## src/icache_pkg.sv

```systemverilog
/*
 * Instruction cache package. Cache geometry, controller state encodings,
 * the fetch address union and the way number type.
 */
package icache_pkg;

	// ====================
	// Geometry
	// ====================

	// Byte address width of the fetch port and the AXI read channel
	localparam int ADDR_W = 32;
	// Four ways per set
	localparam int WAYS = 4;
	// Sets per way
	localparam int LINES = 64;
	// 32-bit words per 16-byte line
	localparam int LINE_WORDS = 4;
	localparam int IDX_W = 6;
	// Byte offset inside a line, the upper two bits select the word
	localparam int OFS_W = 4;
	localparam int TAG_W = 22;

	// ====================
	// Controller states
	// ====================

	// Idle runs the hit pipeline, the other three belong to a refill
	localparam logic [1:0] ST_IDLE = 2'd0;
	localparam logic [1:0] ST_ADDR = 2'd1;
	localparam logic [1:0] ST_DATA = 2'd2;
	localparam logic [1:0] ST_REPLAY = 2'd3;

	// ====================
	// Types
	// ====================

	// Way number within a set
	typedef logic [1:0] way_t;

	// Fetch address, seen as a raw byte address or split for the lookup
	typedef union packed {
		logic [ADDR_W-1:0] raw;
		struct packed {
			logic [TAG_W-1:0] tag;
			logic [IDX_W-1:0] index;
			logic [OFS_W-3:0] word;
			logic [1:0]       byte_sel;
		} f;
	} fetch_addr_u;

endpackage

```

## src/icache_ctrl.sv

```systemverilog
/*
 * Instruction cache controller. Runs the two fetch pipeline stages, picks
 * the refill victim, reads the line over AXI4-Lite and replays the miss.
 */
`timescale 1ns/1ps

module icache_ctrl
	import icache_pkg::*;
(
	input  logic                   clk,
	input  logic                   rst_n,
	input  logic                   fetch_valid,
	input  fetch_addr_u            fetch_addr,
	output logic                   fetch_ready,
	output logic                   fetch_rvalid,
	output logic [31:0]            fetch_data,
	output fetch_addr_u            lookup_addr,
	output logic                   lookup_en,
	input  logic                   hit,
	input  way_t                   hit_way,
	input  logic [WAYS-1:0]        valids,
	input  logic [WAYS-1:0][31:0]  rd_words,
	output logic                   fill_en,
	output logic                   fill_last,
	output way_t                   fill_way,
	output fetch_addr_u            fill_addr,
	output logic [31:0]            fill_data,
	output logic [ADDR_W-1:0]      araddr,
	output logic                   arvalid,
	input  logic                   arready,
	input  logic [31:0]            rdata,
	input  logic                   rvalid,
	output logic                   rready
);

	logic [1:0]       state;
	logic             a_valid;
	logic             b_valid;
	fetch_addr_u      a_addr;
	fetch_addr_u      b_addr;
	logic             miss;
	logic             stall;
	logic             last_beat;
	logic [OFS_W-3:0] beat;
	way_t [LINES-1:0] rr_ptr;
	way_t             victim;

	// ====================
	// Fetch pipeline
	// ====================

	// Stage B missed when its registered lookup came back without a hit
	assign miss = (state == ST_IDLE) && b_valid && !hit;
	// Anything but a clean idle cycle freezes both stages
	assign stall = (state != ST_IDLE) || miss;
	assign fetch_ready = !stall;

	// Stage A is looked up normally, stage B while a miss is handled
	// The stalled address also feeds the valid bits for the victim choice
	assign lookup_addr = stall ? b_addr : a_addr;
	assign lookup_en = (!stall && a_valid) || (state == ST_REPLAY);

	// Stage B answers one cycle after its lookup
	assign fetch_rvalid = (state == ST_IDLE) && b_valid && hit;
	assign fetch_data = rd_words[hit_way];

	always_ff @(posedge clk or negedge rst_n)
	begin
		if (!rst_n)
		begin
			a_valid <= 1'b0;
			b_valid <= 1'b0;
		end
		else if (!stall)
		begin
			a_valid <= fetch_valid;
			b_valid <= a_valid;
		end
	end

	// Addresses move along with the valid bits, the victim is latched
	// in the cycle the miss shows up
	always_ff @(posedge clk)
	begin
		if (!stall)
		begin
			if (fetch_valid)
				a_addr <= fetch_addr;
			b_addr <= a_addr;
		end
		if (miss)
			fill_way <= victim;
	end

	// ====================
	// Victim choice
	// ====================

	// Lowest numbered invalid way first, else the round robin pointer
	always_comb
	begin
		victim = rr_ptr[b_addr.f.index];
		for (int w = WAYS - 1; w >= 0; w--)
		begin
			if (!valids[w])
				victim = way_t'(w);
		end
	end

	// ====================
	// Refill read master
	// ====================

	// Line-aligned address of the current beat
	always_comb
	begin
		fill_addr = b_addr;
		fill_addr.f.word = beat;
		fill_addr.f.byte_sel = '0;
	end

	assign araddr = fill_addr.raw;
	assign arvalid = (state == ST_ADDR);
	assign rready = (state == ST_DATA);
	assign last_beat = (beat == (OFS_W-2)'(LINE_WORDS - 1));

	// Each accepted R beat is written straight into the arrays
	assign fill_en = rready && rvalid;
	assign fill_last = fill_en && last_beat;
	assign fill_data = rdata;

	// One read in flight, address phase then data phase per word
	always_ff @(posedge clk or negedge rst_n)
	begin
		if (!rst_n)
		begin
			state <= ST_IDLE;
			beat <= '0;
			rr_ptr <= '0;
		end
		else
		begin
			case (state)
			ST_IDLE:
				if (miss)
				begin
					state <= ST_ADDR;
					beat <= '0;
					// Pointer only moves when it actually chose the victim
					if (&valids)
						rr_ptr[b_addr.f.index] <= rr_ptr[b_addr.f.index] + 2'd1;
				end
			ST_ADDR:
				if (arready)
					state <= ST_DATA;
			ST_DATA:
				if (rvalid)
				begin
					beat <= beat + 1'b1;
					state <= last_beat ? ST_REPLAY : ST_ADDR;
				end
			ST_REPLAY:
				// Stage B is compared again here and answers next cycle
				state <= ST_IDLE;
			default:
				state <= ST_IDLE;
			endcase
		end
	end

endmodule

```

## config.mk

```make
export PLATFORM = sky130hd
export DESIGN_NAME = icache_ctrl
export DESIGN_NICKNAME = d
export VERILOG_FILES = /design/src/icache_pkg.sv /design/src/icache_ctrl.sv
export SDC_FILE = /design/constraint.sdc
export NUM_CORES = 1
export LEC_CHECK = 0
export BUFFER_PORTS_ARGS = -buffer_cell sky130_fd_sc_hd__buf_4
export CORE_MARGIN = 2
export CORE_UTILIZATION = 45
export DETAILED_ROUTE_END_ITERATION = 10
export PLACE_DENSITY = 0.7
export SYNTH_ARGS = -nofsm -noshare
export SYNTH_HDL_FRONTEND = slang
export SYNTH_SLANG_ARGS = --single-unit
```

## constraint.sdc

```tcl
create_clock -name clk -period 3.6 [get_ports clk]
set_clock_uncertainty 0.05 [all_clocks]
set_input_delay 1.08 -clock clk [delete_from_list [all_inputs] [get_ports clk]]
set_output_delay 1.08 -clock clk [all_outputs]
set_load 0.03 [all_outputs]
```

==> results.sh <==
export IMPL_rows=55
export IMPL_critPathMaxStageDelay_ns=0.27
export IMPL_crit_end="lookup_addr[4]"
export IMPL_fmax_mhz=288.9
export IMPL_finalWirelength_mm=36.71
export IMPL_slew_headroom_pct=51.86
export IMPL_overflow=0
export IMPL_core_area_sq_um=22430
export IMPL_r2r_end="rr_ptr[31]"
export IMPL_worstMarginPinSlew_ns=0.7211
export IMPL_internal_power_uw=5590
export IMPL_clkTransAtPathRegs_ns=0.07
export IMPL_fin_crit_ns=3.462
export IMPL_ys_types=53
export IMPL_critPathRequiredTime_ns=2.47
export IMPL_power_frac_comb_pct=52.6
export IMPL_synth_top_cells_by_count="nand2_1 (147), dfrtp_1 (134), mux2_2 (99)"
export IMPL_crit_top_cell="buf_4"
export IMPL_nets=1265
export IMPL_setup_viol=0
export IMPL_reg2reg_slack_ns=0.36
export IMPL_area_growth_pct=27.62
export IMPL_antenna_found_initial=26
export IMPL_crit_arrival_ns=2.33
export IMPL_wl_per_cell_microns=26.80
export IMPL_cts_tree="yes"
export IMPL_grt_setup_unrepaired="false"
export IMPL_io_buffers=304
export IMPL_cts_repair_resize_count=0
export IMPL_synth_cells=828
export IMPL_initial_core_util_pct=45.48
export IMPL_place_inst=1326
export IMPL_path_cells="buf_4 > or2_1 > nand2_1 > clkinv_1 > buf_4 > o21ai_1 > buf_4"
export IMPL_finalHoldViolations=0
export IMPL_first_pass_iters=5
export IMPL_fin_tns_setup_ns=0
export IMPL_stdcell_count=1370
export IMPL_grt_max_degree=81
export IMPL_dpl_instance_area_sq_um=12370
export IMPL_ir_drop_uv=853.1
export IMPL_cp_start_kind="primary input"
export IMPL_fin_crit_sh_pct=96.16
export IMPL_cts_made_buffers=17
export IMPL_die_w_microns=154.6
export IMPL_crit_fanout=35
export IMPL_cellPowerDensity_nw_per_um2=815.1
export IMPL_drv_cap=0
export IMPL_clockPowerShare_pct=18.3
export IMPL_yosysMostFrequentCell="nand2_1"
export IMPL_htreeDepth=4
export IMPL_switching_share_pct=47.33
export IMPL_path_class="in2out"
export IMPL_ant_nets=0
export IMPL_seqPwrFrac_pct=29.0
export IMPL_synth_xor_area_share_pct=0.2698
export IMPL_async_flop_share_pct=67.00
export IMPL_drive_gt1_share_pct=50.79
export IMPL_vias=7537
export IMPL_fp_dieArea_sq_um=23890
export IMPL_fp_dieH_microns=154.6
export IMPL_slowest_stage="or2_1"
export IMPL_p_leak_uw=0.006325
export IMPL_cts_sinks=200
export IMPL_clock_path_buffers=2
export IMPL_place_congestion=0.9171
export IMPL_fin_area_sq_um=13020
export IMPL_r2r_cells=10
export IMPL_synth_top_cell_area_share_pct=32.87
export IMPL_drtIter0Drc=691
export IMPL_synth_compound_area_share_pct=2.857
export IMPL_muxShareOfSynthArea_pct=28.08
export IMPL_slew_viol_final=0
export IMPL_dpl_hpwl_mm=29.81
export IMPL_synth_top_cell_by_area="dfrtp_1"
export IMPL_synth_simple_area_share_pct=9.799
export IMPL_power_switching_uw=5023
export IMPL_ys_ff_latch=200
export IMPL_drc=0
export IMPL_crit_start="hit"
export IMPL_crit_path_end_kind="primary output"
export IMPL_yosysSeqAreaShare_pct=49.15
export IMPL_grt_usage_pct=30.49
export IMPL_syn_area_sq_um=10200
export IMPL_hold_path_class="in2async"
export IMPL_post_drt_via_cell_ratio=5.501
export IMPL_boundaryPins=373
export IMPL_synth_top_family_by_area="multiplexers"
export IMPL_synth_edf_count=34
export IMPL_status="finished, final reports clean"
export IMPL_synth_ff_type="dfrtp_1"
export IMPL_clk_insertion_delay_late_ns=0.45
export IMPL_yosys_area_share_adder_pct=0.1226
export IMPL_post_cts_buffers=0
export IMPL_yosys_top_cells_area="dfrtp_1 (33%), mux2_2 (11%), mux4_2 (10%)"
export IMPL_avgSynthCellArea_sq_um=12.32
export IMPL_yosysWarnings=0
export IMPL_ctsHoldBuffers=0
export IMPL_cts_root_buffer="clkbuf_16"
export IMPL_grt_pass1_vias=7541
export IMPL_r2r_start="b_addr[6]"
export IMPL_grt_pass1_wl_mm=51.25
[worst max-delay path, delay by kind of cell]
family / cells / cell delay [ns]
compound gates: 1 / 0.21
simple gates: 2 / 0.42
buf+inv: 4 / 0.61
[worst min path at each step]
stage,start,to,slack [ns],depth (start not counted)
2_1_floorplan,a_valid,a_valid,0.40,1
3_3_place_gp,b_addr[2],b_addr[2],0.38,2
3_5_place_dp,b_addr[2],b_addr[2],0.39,2
4_1_cts,rst_n,rr_ptr[22],0.38,1
5_1_grt,rst_n,rr_ptr[21],0.38,1
6_report,rst_n,rr_ptr[22],0.39,1
[layout make-up]
| class | count | area [sq um] |
|---|---|---|
| fillers | 1850 | 9414 |
| flip-flops and latches | 200 | 5017 |
| multi-input cells | 482 | 4217 |
| repair buffers | 354 | 2758 |
| clock buffers | 17 | 425.4 |
| well taps | 285 | 356.6 |
| clock inverters | 15 | 197.7 |
| diodes | 12 | 30.03 |
| inverters | 5 | 18.77 |
[power groups by stage]
stage                     Combinational [uW]  Sequential, uW  Clock (uW)
after floorplan                         4150            2910           0
after global placement                  5540            3110           0
after detailed placement                5600            3110           0
after CTS                               5610            3080        1970
after global routing                    5910            3120        2060
final                                   5580            3080        1950
[per-stage QoR]
stage,util (%),setup WS [ns],hold WS [ns],power [uW]
after global placement,55.13,0.1683,0.3796,8656
after global routing,57.90,0.03367,0.3802,11090
final,58.04,0.1383,0.3912,10610
after floorplan,-,0.02541,0.3996,7062
after CTS,57.90,0.1300,0.3827,10650
after detailed placement,55.13,0.1396,0.3886,8710
[cells in the final DEF, fill, tap and decap left out, types with 6 or more instances in the layout]
master	count
dfrtp_1	134
buf_12	8
edfxtp_1	34
mux2_2	99
mux4_2	47
buf_4	346
diode_2	12
nand3_1	6
mux2_1	33
a22oi_1	12
clkbuf_16	17
dfxtp_1	30
nor2_1	38
mux2i_1	32
clkinv_8	8
nand2_1	147
[per-layer routing]
| layer | up-vias | GRT usage [%] | part of all wire (%) |
|---|---|---|---|
| met5 | - | 0 | 0.69 |
| met4 | 26 | 5.776 | 1.4 |
| met3 | 69 | 27.63 | 21 |
| met2 | 373 | 43.92 | 43 |
| met1 | 3743 | 33.79 | 34 |
| li1 | 3326 | - | - |
[sequential cells by signal, summed over array words and instances, names as in the netlist]
signal    cells
rr_ptr      128
beat          2
state         2
a_addr       32
b_addr       32
a_valid       1
b_valid       1
fill_way      2
[kinds of logic (layout without fill, tap and decap cells)]
logic type | Yosys count | count (layout)
muxes | 211 | 211
other | 1 | 16
xor gates and xnor gates | 1 | 1
buffers and inverters | 149 | 391
adders and majority gates | 1 | 1
AOI/OAI and AO/OA | 38 | 38
and+or+nand+nor | 227 | 227
DFF | 200 | 200
(Power assumes the default switching activity.)
