$ cat config.mk
export PLATFORM = sky130hd
export DESIGN_NAME = icache_hit_detect
export DESIGN_NICKNAME = d
export VERILOG_FILES = /design/src/icache_pkg.sv /design/src/icache_hit_detect.sv
export SDC_FILE = /design/constraint.sdc
export NUM_CORES = 1
export LEC_CHECK = 0
export ABC_AREA = 1
export BUFFER_PORTS_ARGS = -buffer_cell sky130_fd_sc_hd__buf_2
export CAP_MARGIN = 15
export CORE_UTILIZATION = 30
export CTS_CLUSTER_DIAMETER = 200
export DETAILED_ROUTE_END_ITERATION = 7
export GPL_TIMING_DRIVEN = 0
export PLACE_DENSITY = 0.7
export SLEW_MARGIN = 20
export SYNTH_ARGS = -nofsm -noshare
export SYNTH_HDL_FRONTEND = slang
export SYNTH_SLANG_ARGS = --single-unit
$ cat constraint.sdc
create_clock -name clk -period 0.9 [get_ports clk]
set_clock_uncertainty 0.05 [all_clocks]
set_input_delay 0.09 -clock clk [delete_from_list [all_inputs] [get_ports clk]]
set_output_delay 0.09 -clock clk [all_outputs]
set_load 0.01 [all_outputs]
$ cat src/icache_pkg.sv
/*
 * Instruction cache package. Cache geometry, controller state encodings,
 * the fetch address union and the way number type.
 */
package icache_pkg;

	// ====================
	// Geometry
	// ====================

	// Byte address width of the fetch port and the AXI read channel
	localparam int ADDR_W = 32;
	// Four ways per set
	localparam int WAYS = 4;
	// Sets per way
	localparam int LINES = 64;
	// 32-bit words per 16-byte line
	localparam int LINE_WORDS = 4;
	localparam int IDX_W = 6;
	// Byte offset inside a line, the upper two bits select the word
	localparam int OFS_W = 4;
	localparam int TAG_W = 22;

	// ====================
	// Controller states
	// ====================

	// Idle runs the hit pipeline, the other three belong to a refill
	localparam logic [1:0] ST_IDLE = 2'd0;
	localparam logic [1:0] ST_ADDR = 2'd1;
	localparam logic [1:0] ST_DATA = 2'd2;
	localparam logic [1:0] ST_REPLAY = 2'd3;

	// ====================
	// Types
	// ====================

	// Way number within a set
	typedef logic [1:0] way_t;

	// Fetch address, seen as a raw byte address or split for the lookup
	typedef union packed {
		logic [ADDR_W-1:0] raw;
		struct packed {
			logic [TAG_W-1:0] tag;
			logic [IDX_W-1:0] index;
			logic [OFS_W-3:0] word;
			logic [1:0]       byte_sel;
		} f;
	} fetch_addr_u;

endpackage

$ cat src/icache_hit_detect.sv
/*
 * Hit detector. Compares the tags of all four ways against the lookup
 * address, qualifies each match by its valid bit and registers the result.
 */
`timescale 1ns/1ps

module icache_hit_detect
	import icache_pkg::*;
(
	input  logic                        clk,
	input  logic                        rst_n,
	input  logic                        lookup_en,
	input  fetch_addr_u                 addr,
	input  logic [WAYS-1:0][TAG_W-1:0]  tags,
	input  logic [WAYS-1:0]             valids,
	output logic                        hit,
	output way_t                        hit_way
);

	// One match bit per way
	logic [WAYS-1:0] match;
	// Way to be registered with the next lookup
	way_t way_nxt;

	// ====================
	// Compare
	// ====================

	// A way matches only when its tag is equal and its line is valid
	always_comb
	begin
		for (int w = 0; w < WAYS; w++)
			match[w] = valids[w] && (tags[w] == addr.f.tag);
	end

	// Encode the matching way; at most one way can hold a given tag
	// If nothing matches the last way is kept
	always_comb
	begin
		way_nxt = hit_way;
		for (int w = 0; w < WAYS; w++)
		begin
			if (match[w])
				way_nxt = way_t'(w);
		end
	end

	// ====================
	// Result registers
	// ====================

	// Hit flag is updated only by a real lookup so it stays tied to
	// the request that moved into stage B
	always_ff @(posedge clk or negedge rst_n)
	begin
		if (!rst_n)
			hit <= 1'b0;
		else if (lookup_en)
			hit <= |match;
	end

	// Way number of the matching line, held across lookups that miss
	always_ff @(posedge clk)
	begin
		if (lookup_en)
			hit_way <= way_nxt;
	end

endmodule

==> impl_results.md, run 1 <==
- Dpl ws: -620 ps
- Die Wd: 75.6 microns
- Worst Setup SP: tags[32]
- Final Hold Fails: 0
- Global Route met3 Usage: 0.0198
- Fmax: 880 MHz
- Violated checks: setup timing
- Drt total wl: 6.21 mm
- Register area share after synthesis: 0.0523
- Dpl hpwl: 5.36 mm
- DR vias: 2497
- Share of layout cells above drive strength 1: 0.350
- Clock Path Buffers: 2
- R2R cell count: 2
- Worst min path class: input port to flip-flop
- Period utilization: 1.26
- Placed insts: 564
- Seq pwr share: 0.093
- Max-slew violation count: 0
- Power share of the clock group: 0.242
- TNS Setup: -765 ps
- Final setup viols: 4
- Met1 track demand over resource: 0.248
- Worst reg2reg path startpoint: hit
- Crit Path Category: input port to flip-flop
- Crit start category: input port
- Vias per cell: 4.36
- Met2 usage: 0.386
- P&R area growth vs syn: 65.0%
- Row Count: 26
- Vias in the first global route: 2127
- Critical Path RT: 780 ps
- Hold Path End: hit
- Die footprint: 5720 sq um
- Status: finished with violations
- GR peak layer: met2
- Final worst slack: -236 ps
- CTS tree: yes
- Area of the mapped netlist: 1630 sq um
- Detailed Route Iter0 Violations: 104
- Chip height: 75.6 microns
- PortBufs: 118
- Net Count, Synth: 503
- Core area: 5170 sq um
- Antenna Diode Count: 0
- Clock sink total: 3
- Post-Synthesis Cells: 376
- P_sw: 0.000628 W
- Gp weighted congestion: 0.888
- Worst-skew pair later-pin latency: 210 ps
- Max-Cap Viols: 0
- DR pass1 iterations: 4
- P per Cell Area: 590 nW/um^2
- Syn_area_per_cell: 4.32 sq um
- Global-route wire length before repair: 8.75 mm
- Internal: 0.000954 W
- Slew HR: 0.866
- Unique masters post-synth: 18
- Critical path arrival: 1010 ps
- Post-placement cell area: 2310 sq um
- CTS H-tree lvls: 1
- Final instance area: 2680 sq um
- Crit Path Max Fanout: 2
- Flops & latches, synth: 3
- Initial antenna violation count: 0
- Antenna viol nets, final: 0
- Layout Nets: 631
- Initial Utilization: 0.314
- Post-DR wirelength/cell: 10.8 microns
- Clock root cell: clkbuf_8
- CTS clk-pin slew, worst paths: 30 ps
- Post-Layout Cell Count: 573
- Combinational power share: 0.665
- Critical hold path startpoint: lookup_en
- Hold depth: 4
- RSZ-0062 raised after global routing: yes
- Crit Reg-Reg Endpoint: hit
- Global route overflow: 0
- GRT Overall Usage: 0.203
- Synth warn: 0
- Fin crit period: 1140 ps
- Sw Share: 0.397
- Leakage power: 1.67 nW
- Setup crit end kind: flip-flop
- VDD IR max: 0.298 mV
- CTS buffer count: 3
- Final Util: 0.519
- R2R Setup Slk: 250 ps
- Actual slew at the worst max-slew pin: 199 ps
- Largest net degree at the start of global routing: 8
- DRC viols: 0
- Num ports: 130
-- final cells by class --
type,instances,area [sq um]
flip-flops and latches,3,85.1
well taps,70,87.6
plain buffers,1,15.0
inverters,76,340
repair buffers,123,791
multi-input cells,296,1320
fillers,580,2490
clock buffers,4,45.0
-- timing repair --
| item | CTS | global route |
|---|---|---|
| pin swaps | 33 | 25 |
| hold buffers | 1 | 0 |
| endpoints found under the setup margin | 5 | 5 |
| hold endpoints to repair | 1 | 0 |
| gates resized for setup | 76 | 40 |
| setup buffers | 5 | 1 |
-- routing by layer --
layer	vias to the layer above	wire length, microns	part of all wire
met4	0	35	0.0056
met2	88	3060	0.49
li1	1361	-	-
met1	1046	2700	0.44
met5	-	0	0
met3	2	412	0.066
-- state kept, by name, indices dropped and copies added, names as in the netlist --
| name | cells |
|---|---|
| hit_way | 2 |
| hit | 1 |
-- power by group through the flow --
stage | logic (W) | clock network [W] | registers [W]
floorplan | 0.000454 | 0 | 0.000149
global placement | 0.000881 | 0 | 0.000149
detailed placement | 0.000893 | 0 | 0.000149
CTS | 0.000995 | 0.000385 | 0.000147
global route | 0.00119 | 0.000405 | 0.000147
finish | 0.00105 | 0.000383 | 0.000147
-- Yosys cell counts --
cell type | count | area (sq um)
o21ai_1 | 3 | 15.0
xnor2_1 | 10 | 87.6
nand2_1 | 184 | 691
nor2_4 | 1 | 11.3
nand3_2 | 1 | 10.0
edfxtp_1 | 2 | 60.1
dfrtp_1 | 1 | 25.0
nand3_1 | 7 | 35.0
buf_4 | 1 | 7.51
nand2_2 | 1 | 6.26
o21ai_2 | 1 | 8.76
nor2_1 | 55 | 206
inv_2 | 14 | 52.6
nor2_2 | 2 | 12.5
nand4_1 | 1 | 6.26
o21ai_0 | 28 | 140
xor2_1 | 2 | 17.5
inv_1 | 62 | 233
-- stage by stage --
stage / total power, W / hold slack, ps
3_5_place_dp: 0.00104 / -184
4_1_cts: 0.00153 / 95.9
6_report: 0.00158 / 111
3_3_place_gp: 0.00103 / -185
2_1_floorplan: 0.000603 / -256
5_1_grt: 0.00174 / 126
-- layout by cell type, fill, tap and decap left out, drive strengths merged --
cell,n
nand2,185
buf,123
inv,76
nor2,58
o21ai,32
xnor2,10
nand3,8
clkbuf,4
edfxtp,2
xor2,2
nand4,1
dfrtp,1
dlygate4sd3,1
-- critical path, cell delays in order --
cell and delay, ps:
buf_6 100, xor2_2 170, nor2_2 120, nand2_1 80, nor2_2 150, nand3_2 80
nand2_2 90, o21ai_2 70, inv_2 60
-- cells by family after synthesis --
logic type	share of synthesized area
flops	0.0523
buf+inv	0.180
xor+xnor	0.0647
compound gates	0.101
simple gates	0.602
-- worst max-delay path by stage --
stage | end | slack (ps)
floorplan | hit_way[0] | -250
global placement | hit_way[0] | -610
detailed placement | hit_way[1] | -620
CTS | hit_way[1] | -260
global route | hit_way[1] | -310
finish | hit_way[1] | -240
Note: power is estimated with default switching activity, not from simulation.
==> run 2, diff against run 1 <==
ABC_AREA = 0   (was 1)
PLACE_DENSITY = 0.79   (was 0.7)
==> impl_results.md, run 2 <==
- Violated checks: setup timing
- Share of layout cells above drive strength 1: 0.598 (+0.248)
- Top reg by flops: hit_way
- Crit Reg-Reg Endpoint: hit
- CTS clk-pin slew, worst paths: 30 ps (about the same)
- Post-synthesis mux area share: 0 (unchanged)
- Worst hold slack: 98.2 ps (-12.6 ps)
- Metal3 WL: 184 microns (-55%)
- Count leader, synth: xnor2_1
- Max-slew violation count: 0 (unchanged)
- Largest register FFs: 2 (unchanged)
- Final worst slack: -493 ps (-257 ps)
- Drt total wl: 4.26 mm (-31%)
- PortBufs: 114 (-3.4%)
- Post-DR wirelength/cell: 13.8 microns (+27%)
- Clock root cell: clkbuf_8
- DRC viols: 0 (unchanged)
- Die footprint: 4090 sq um (-28%)
- Syn_area_per_cell: 8.41 sq um (+95%)
- Die Wd: 64.0 microns (-15%)
- Area leader, netlist: xnor2_1
- Final Hold Fails: 0 (unchanged)
- Detailed Route Iter0 Violations: 40 (-62%)
- Core area: 3660 sq um (-29%)
- Max-Cap Viols: 0 (unchanged)
- Net Count, Synth: 264 (-48%)
- Leakage power: 0.993 nW (-41%)
- R2R cell count: 2 (unchanged)
- Clock sink total: 3 (unchanged)
- Largest cells by area after synthesis: xnor2_1 (47%), xor2_1 (19%), nand4_1 (9.8%), edfxtp_1 (5.2%), nor4_1 (3.3%)
- Antenna viol nets, final: 0 (unchanged)
- Top_reg_cell synth: edfxtp_1
- Row Count: 22 (-15%)
- Commonest non-fill, non-tap cells in the layout: buf_2 (100), xnor2_1 (47), xor2_1 (24)
- Status: finished with violations
- Post-synth EDFFs: 2 (unchanged)
- Hold depth: 2 (-2)
- Worst reg2reg path startpoint: hit
- Global route overflow: 0 (unchanged)
- Final instance area: 2180 sq um (-19%)
- Actual slew at the worst max-slew pin: 277 ps (+78.2 ps)
- Initial Utilization: 0.315 (+0.000541)
- Setup crit end kind: flip-flop
- Post-Synth XOR/XNOR Area: 0.675 (+0.611)
- Post-Synth Simple-Gate Area: 0.185 (-0.417)
- Post-placement cell area: 1840 sq um (-21%)
- Post-Synthesis Cells: 137 (-64%)
- Gp weighted congestion: 0.793 (-11%)
- CTS tree: yes
- Global-route wire length before repair: 6.49 mm (-26%)
- Total power: 0.00147 W (-7.3%)
- Critical path arrival: 1250 ps (+240 ps)
- Flops & latches, synth: 3 (unchanged)
- Final setup viols: 5 (+1)
- Worst Setup SP: addr[14]
- Hold Path End: hit
- P&R area growth vs syn: 89.3%
- Period utilization: 1.55 (+0.286)
- P per Cell Area: 673 nW/um^2 (+14%)
- DR vias: 1469 (-41%)
- Slew HR: 0.814 (-0.0521)
- Met2 wire len: 2.47 mm (-19%)
- Commonest cells post-synth: xnor2_1 (62), xor2_1 (25), nand4_1 (18)
- TNS Setup: -2170 ps (-1400 ps)
- VDD IR max: 0.264 mV (-11%)
- Clock Path Buffers: 2 (unchanged)
- RSZ-0062 raised after global routing: yes
- Critical Path RT: 760 ps (-20 ps)
- Initial antenna violation count: 0 (unchanged)
- M1 wire length: 1.57 mm (-42%)
- CTS H-tree lvls: 1 (unchanged)
- Synth Area in Compound Gates: 0.0369 (-0.0639)
- Unique masters post-synth: 21 (+3)
- Layout Nets: 389 (-38%)
- Crit Path Max Fanout: 4 (+2)
- Antenna Diode Count: 0 (unchanged)
- Vias in the first global route: 1442 (-32%)
- Register area share after synthesis: 0.0738 (+0.0215)
- Post-synthesis adder-cell area fraction: 0 (unchanged)
- Largest regs: hit_way x2, hit x1
- Async S/R FF share, synth: 0.333 (unchanged)
- GRT Overall Usage: 0.207 (+0.00443)
- Max Used Layer: met4
- Main combinational cell family by area after synthesis: XOR/XNOR gates
- Fin crit period: 1390 ps (+257 ps)
- Crit start category: input port
- Worst-skew pair later-pin latency: 210 ps (about the same)
- Synth warn: 0 (unchanged)
- Worst min path class: input port to flip-flop
- Critical hold path startpoint: lookup_en
- Chip height: 64.0 microns (-15%)
- Crit Path Category: input port to flip-flop
- CTS buffer count: 3 (unchanged)
- Num ports: 130 (unchanged)
- Dpl hpwl: 3.56 mm (-34%)
- Commonest non-fill, non-tap cell in the layout: buf_2
- R2R Setup Slk: 180 ps (-70 ps)
- DR pass1 iterations: 4 (unchanged)
- Area of the mapped netlist: 1150 sq um (-29%)
- Vias per cell: 4.75 (+9.1%)
- Area share of the leading cell type in the synthesized netlist: 0.471 (+0.0463)
- Largest net degree at the start of global routing: 5 (-3)
- Fmax: 718 MHz (-18%)
==> run 2: critical path: stages <==
cell and delay, ps:
buf_4 140, xnor2_1 190, nand4_1 140, nor4_2 200, nand4_1 120, buf_4 180, a31oi_4 200
==> run 2: area by class of cell <==
| type | count | area [sq um] |
|---|---|---|
| repair buffers | 120 | 676 |
| well taps | 48 | 60.1 |
| clock buffers | 4 | 45.0 |
| flip-flops and latches | 3 | 85.1 |
| plain buffers | 5 | 70.1 |
| multi-input cells | 128 | 1240 |
| inverters | 1 | 3.75 |
| fillers | 314 | 1480 |
==> run 2: cells by family after synthesis <==
kind of cell / count (synthesis)
xor gates and xnor gates: 88
DFF: 3
buffers and inverters: 6
AOI/OAI and AO/OA: 5
and+or+nand+nor: 35
==> run 2: per-stage QoR <==
stage,instances,setup WS (ps),util
final,309,-493,0.596
after global routing,309,-587,0.596
after CTS,307,-493,0.557
after detailed placement,299,-896,0.502
after global placement,299,-840,0.502
after floorplan,137,-474,-
==> run 2: repair_timing <==
action | CTS | global route
resized for setup | 24 | 24
hold buffers | 1 | 0
buffers inserted | 3 | 2
endpoints found under the setup margin | 5 | 5
endpoints found under the hold margin | 1 | 0
pin swaps | 11 | 17
==> run 2: worst max path at each step <==
stage,cells after the start,endpoint,slack [ps]
after floorplan,6,hit_way[0],-470
after global placement,6,hit_way[0],-840
after detailed placement,6,hit_way[1],-900
after CTS,6,hit_way[0],-490
after global routing,7,hit_way[0],-590
final,7,hit_way[0],-490
==> run 2: power by group <==
group / leakage [nW] / internal (W) / switching, W / total, W
Clock: 0.0228 / 0.000301 / 0.0000829 / 0.000384
Sequential: 0.0263 / 0.000150 / 0.00000143 / 0.000152
Combinational: 0.944 / 0.000533 / 0.000399 / 0.000931
Total: 0.993 / 0.000984 / 0.000483 / 0.00147
==> run 2: metal layers <==
metal,up-vias,track usage
met2,54,0.424
met1,688,0.222
met5,-,0
met4,0,0.0369
met3,6,0.0250
li1,721,-
==> run 3, diff against run 2 <==
PLACE_DENSITY = 0.73   (was 0.79)
SETUP_SLACK_MARGIN = 0.3   (was default)
==> impl_results.md, run 3 (synthesis gave the netlist of run 2 again) <==
- Status: finished with violations
- Violated checks: setup timing
- Post-Layout Cell Count: 311 (+0.65%)
- Gp weighted congestion: 0.820 (+3.4%)
- P&R area growth vs syn: 103%
- Period utilization: 1.55 (+0.00460)
- TNS Setup: -1840 ps (+333 ps)
- Commonest non-fill, non-tap cell in the layout: buf_2
- PortBufs: 114 (unchanged)
- Largest net degree at the start of global routing: 5 (unchanged)
- GRT Overall Usage: 0.206 (-0.000969)
- VDD IR max: 0.283 mV (+7.0%)
- Core area: 3660 sq um (unchanged)
- Detailed Route Iter0 Violations: 24 (-40%)
- Drt total wl: 4.32 mm (+1.4%)
- Final setup viols: 5 (unchanged)
- Slew HR: 0.811 (-0.00251)
- CTS H-tree lvls: 1 (unchanged)
- Clock root cell: clkbuf_8
- Global route overflow: 0 (unchanged)
- Clock sink total: 3 (unchanged)
- Crit Path Category: input port to flip-flop
- Worst hold slack: 90.0 ps (-8.20 ps)
- Fillcell total: 321 (+2.2%)
- Largest regs: hit_way x2, hit x1
- DR vias: 1468 (-0.068%)
- Antenna Diode Count: 0 (unchanged)
- Die footprint: 4090 sq um (unchanged)
- Leakage power: 1.06 nW (+7.0%)
- Dpl ws: -843 ps (+53.0 ps)
- DRC viols: 0 (unchanged)
- Layout Nets: 391 (+0.51%)
- CTS tree: yes
- Fin crit period: 1400 ps (+4.14 ps)
- Dpl hpwl: 3.53 mm (-0.83%)
- Worst-skew pair later-pin latency: 220 ps (about the same)
- Max-Cap Viols: 0 (unchanged)
- RSZ-0062 raised after global routing: yes
- Num ports: 130 (unchanged)
- DR pass1 iterations: 4 (unchanged)
- Die Wd: 64.0 microns (unchanged)
- Chip height: 64.0 microns (unchanged)
- Setup crit end kind: flip-flop
- Largest register FFs: 2 (unchanged)
- Row Count: 22 (unchanged)
- Placed insts: 299 (unchanged)
- P per Cell Area: 669 nW/um^2 (-0.54%)
- Final worst slack: -498 ps (-4.14 ps)
- Top reg by flops: hit_way
- Post-DR wirelength/cell: 13.9 microns (+0.71%)
- Critical Path RT: 760 ps (about the same)
- Initial Utilization: 0.315 (unchanged)
- Vias in the first global route: 1538 (+6.7%)
- Actual slew at the worst max-slew pin: 281 ps (+3.73 ps)
- Max-slew violation count: 0 (unchanged)
- Total power: 0.00156 W (+6.7%)
- Commonest non-fill, non-tap cells in the layout: buf_2 (90), xnor2_1 (40), xor2_1 (24)
- Antenna viol nets, final: 0 (unchanged)
- Final Hold Fails: 0 (unchanged)
- Initial antenna violation count: 0 (unchanged)
- Crit start category: input port
- Clock Path Buffers: 2 (unchanged)
- Crit Path Max Fanout: 3 (-1)
- CTS clk-pin slew, worst paths: 30 ps (about the same)
- Critical path arrival: 1260 ps (about the same)
- Global-route wire length before repair: 6.48 mm (-0.20%)
- Share of layout cells above drive strength 1: 0.616 (+0.0183)
- R2R Setup Slk: 70 ps (-110 ps)
- CTS buffer count: 3 (unchanged)
- Fmax: 716 MHz (-0.30%)
- Vias per cell: 4.72 (-0.71%)
- Worst min path class: input port to flip-flop
-- run 3: cell count changes in the layout (fill, tap and decap cells not counted), moves of 2 or more --
cell      before  now
buf_6          6   22
buf_2        100   90
xnor2_1       47   40
xnor2_2       16   22
buf_4         11    8
buf_8          1    3
clkbuf_4       2    0
nor4_1         0    2
nor4_2         6    4
-- run 3: final timing paths --
check                          start          to  cells past startpoint
max                         tags[27]  hit_way[1]                      6
min                        lookup_en         hit                      2
max reg2reg                      hit         hit                      3
min reg2reg                      hit         hit                      3
max in group asynchronous      rst_n         hit                      2
min in group asynchronous      rst_n         hit                      2
-- run 3: cell type report --
type / instances / area, sq um / share of cell area
multi-input combinational: 128 / 1280 / 0.546
sequential: 3 / 85.1 / 0.0364
clock buffer: 4 / 45.0 / 0.0193
timing repair buffer: 122 / 787 / 0.337
tap: 48 / 60.1 / 0.0257
inverter: 1 / 3.75 / 0.00161
buffer: 5 / 81.3 / 0.0348
-- run 3: timing repair --
item                                   in CTS  in global routing
setup endpoints to repair                   8                  8
hold buffers                                1                  0
resized for setup                          49                 25
setup buffers                               7                  0
endpoints found under the hold margin       1                  0
pin swaps                                  23                 18
-- run 3: metrics by stage --
step / util / area, sq um
floorplan: - / 1210
global placement: 0.502 / 1840
detailed placement: 0.502 / 1840
CTS: 0.602 / 2200
global route: 0.639 / 2340
finish: 0.639 / 2340
-- run 3: power breakdown --
part / switching (W) / internal (W)
clock: 0.0000913 / 0.000302
sequential: 0.00000143 / 0.000150
combinational: 0.000407 / 0.000613
-- run 3: worst max-delay path: stages --
cell	delay, ps
buf_6	100
xnor2_2	170
nand4_1	190
nor4_4	380
a32oi_1	140
a31oi_2	190
-- run 3: layer usage --
metal | track usage | share of wire | up-vias
met5 | 0 | 0 | -
met1 | 0.216 | 0.38 | 677
met4 | 0.0256 | 0.0037 | 0
li1 | - | - | 725
met3 | 0.0304 | 0.058 | 2
met2 | 0.430 | 0.56 | 64
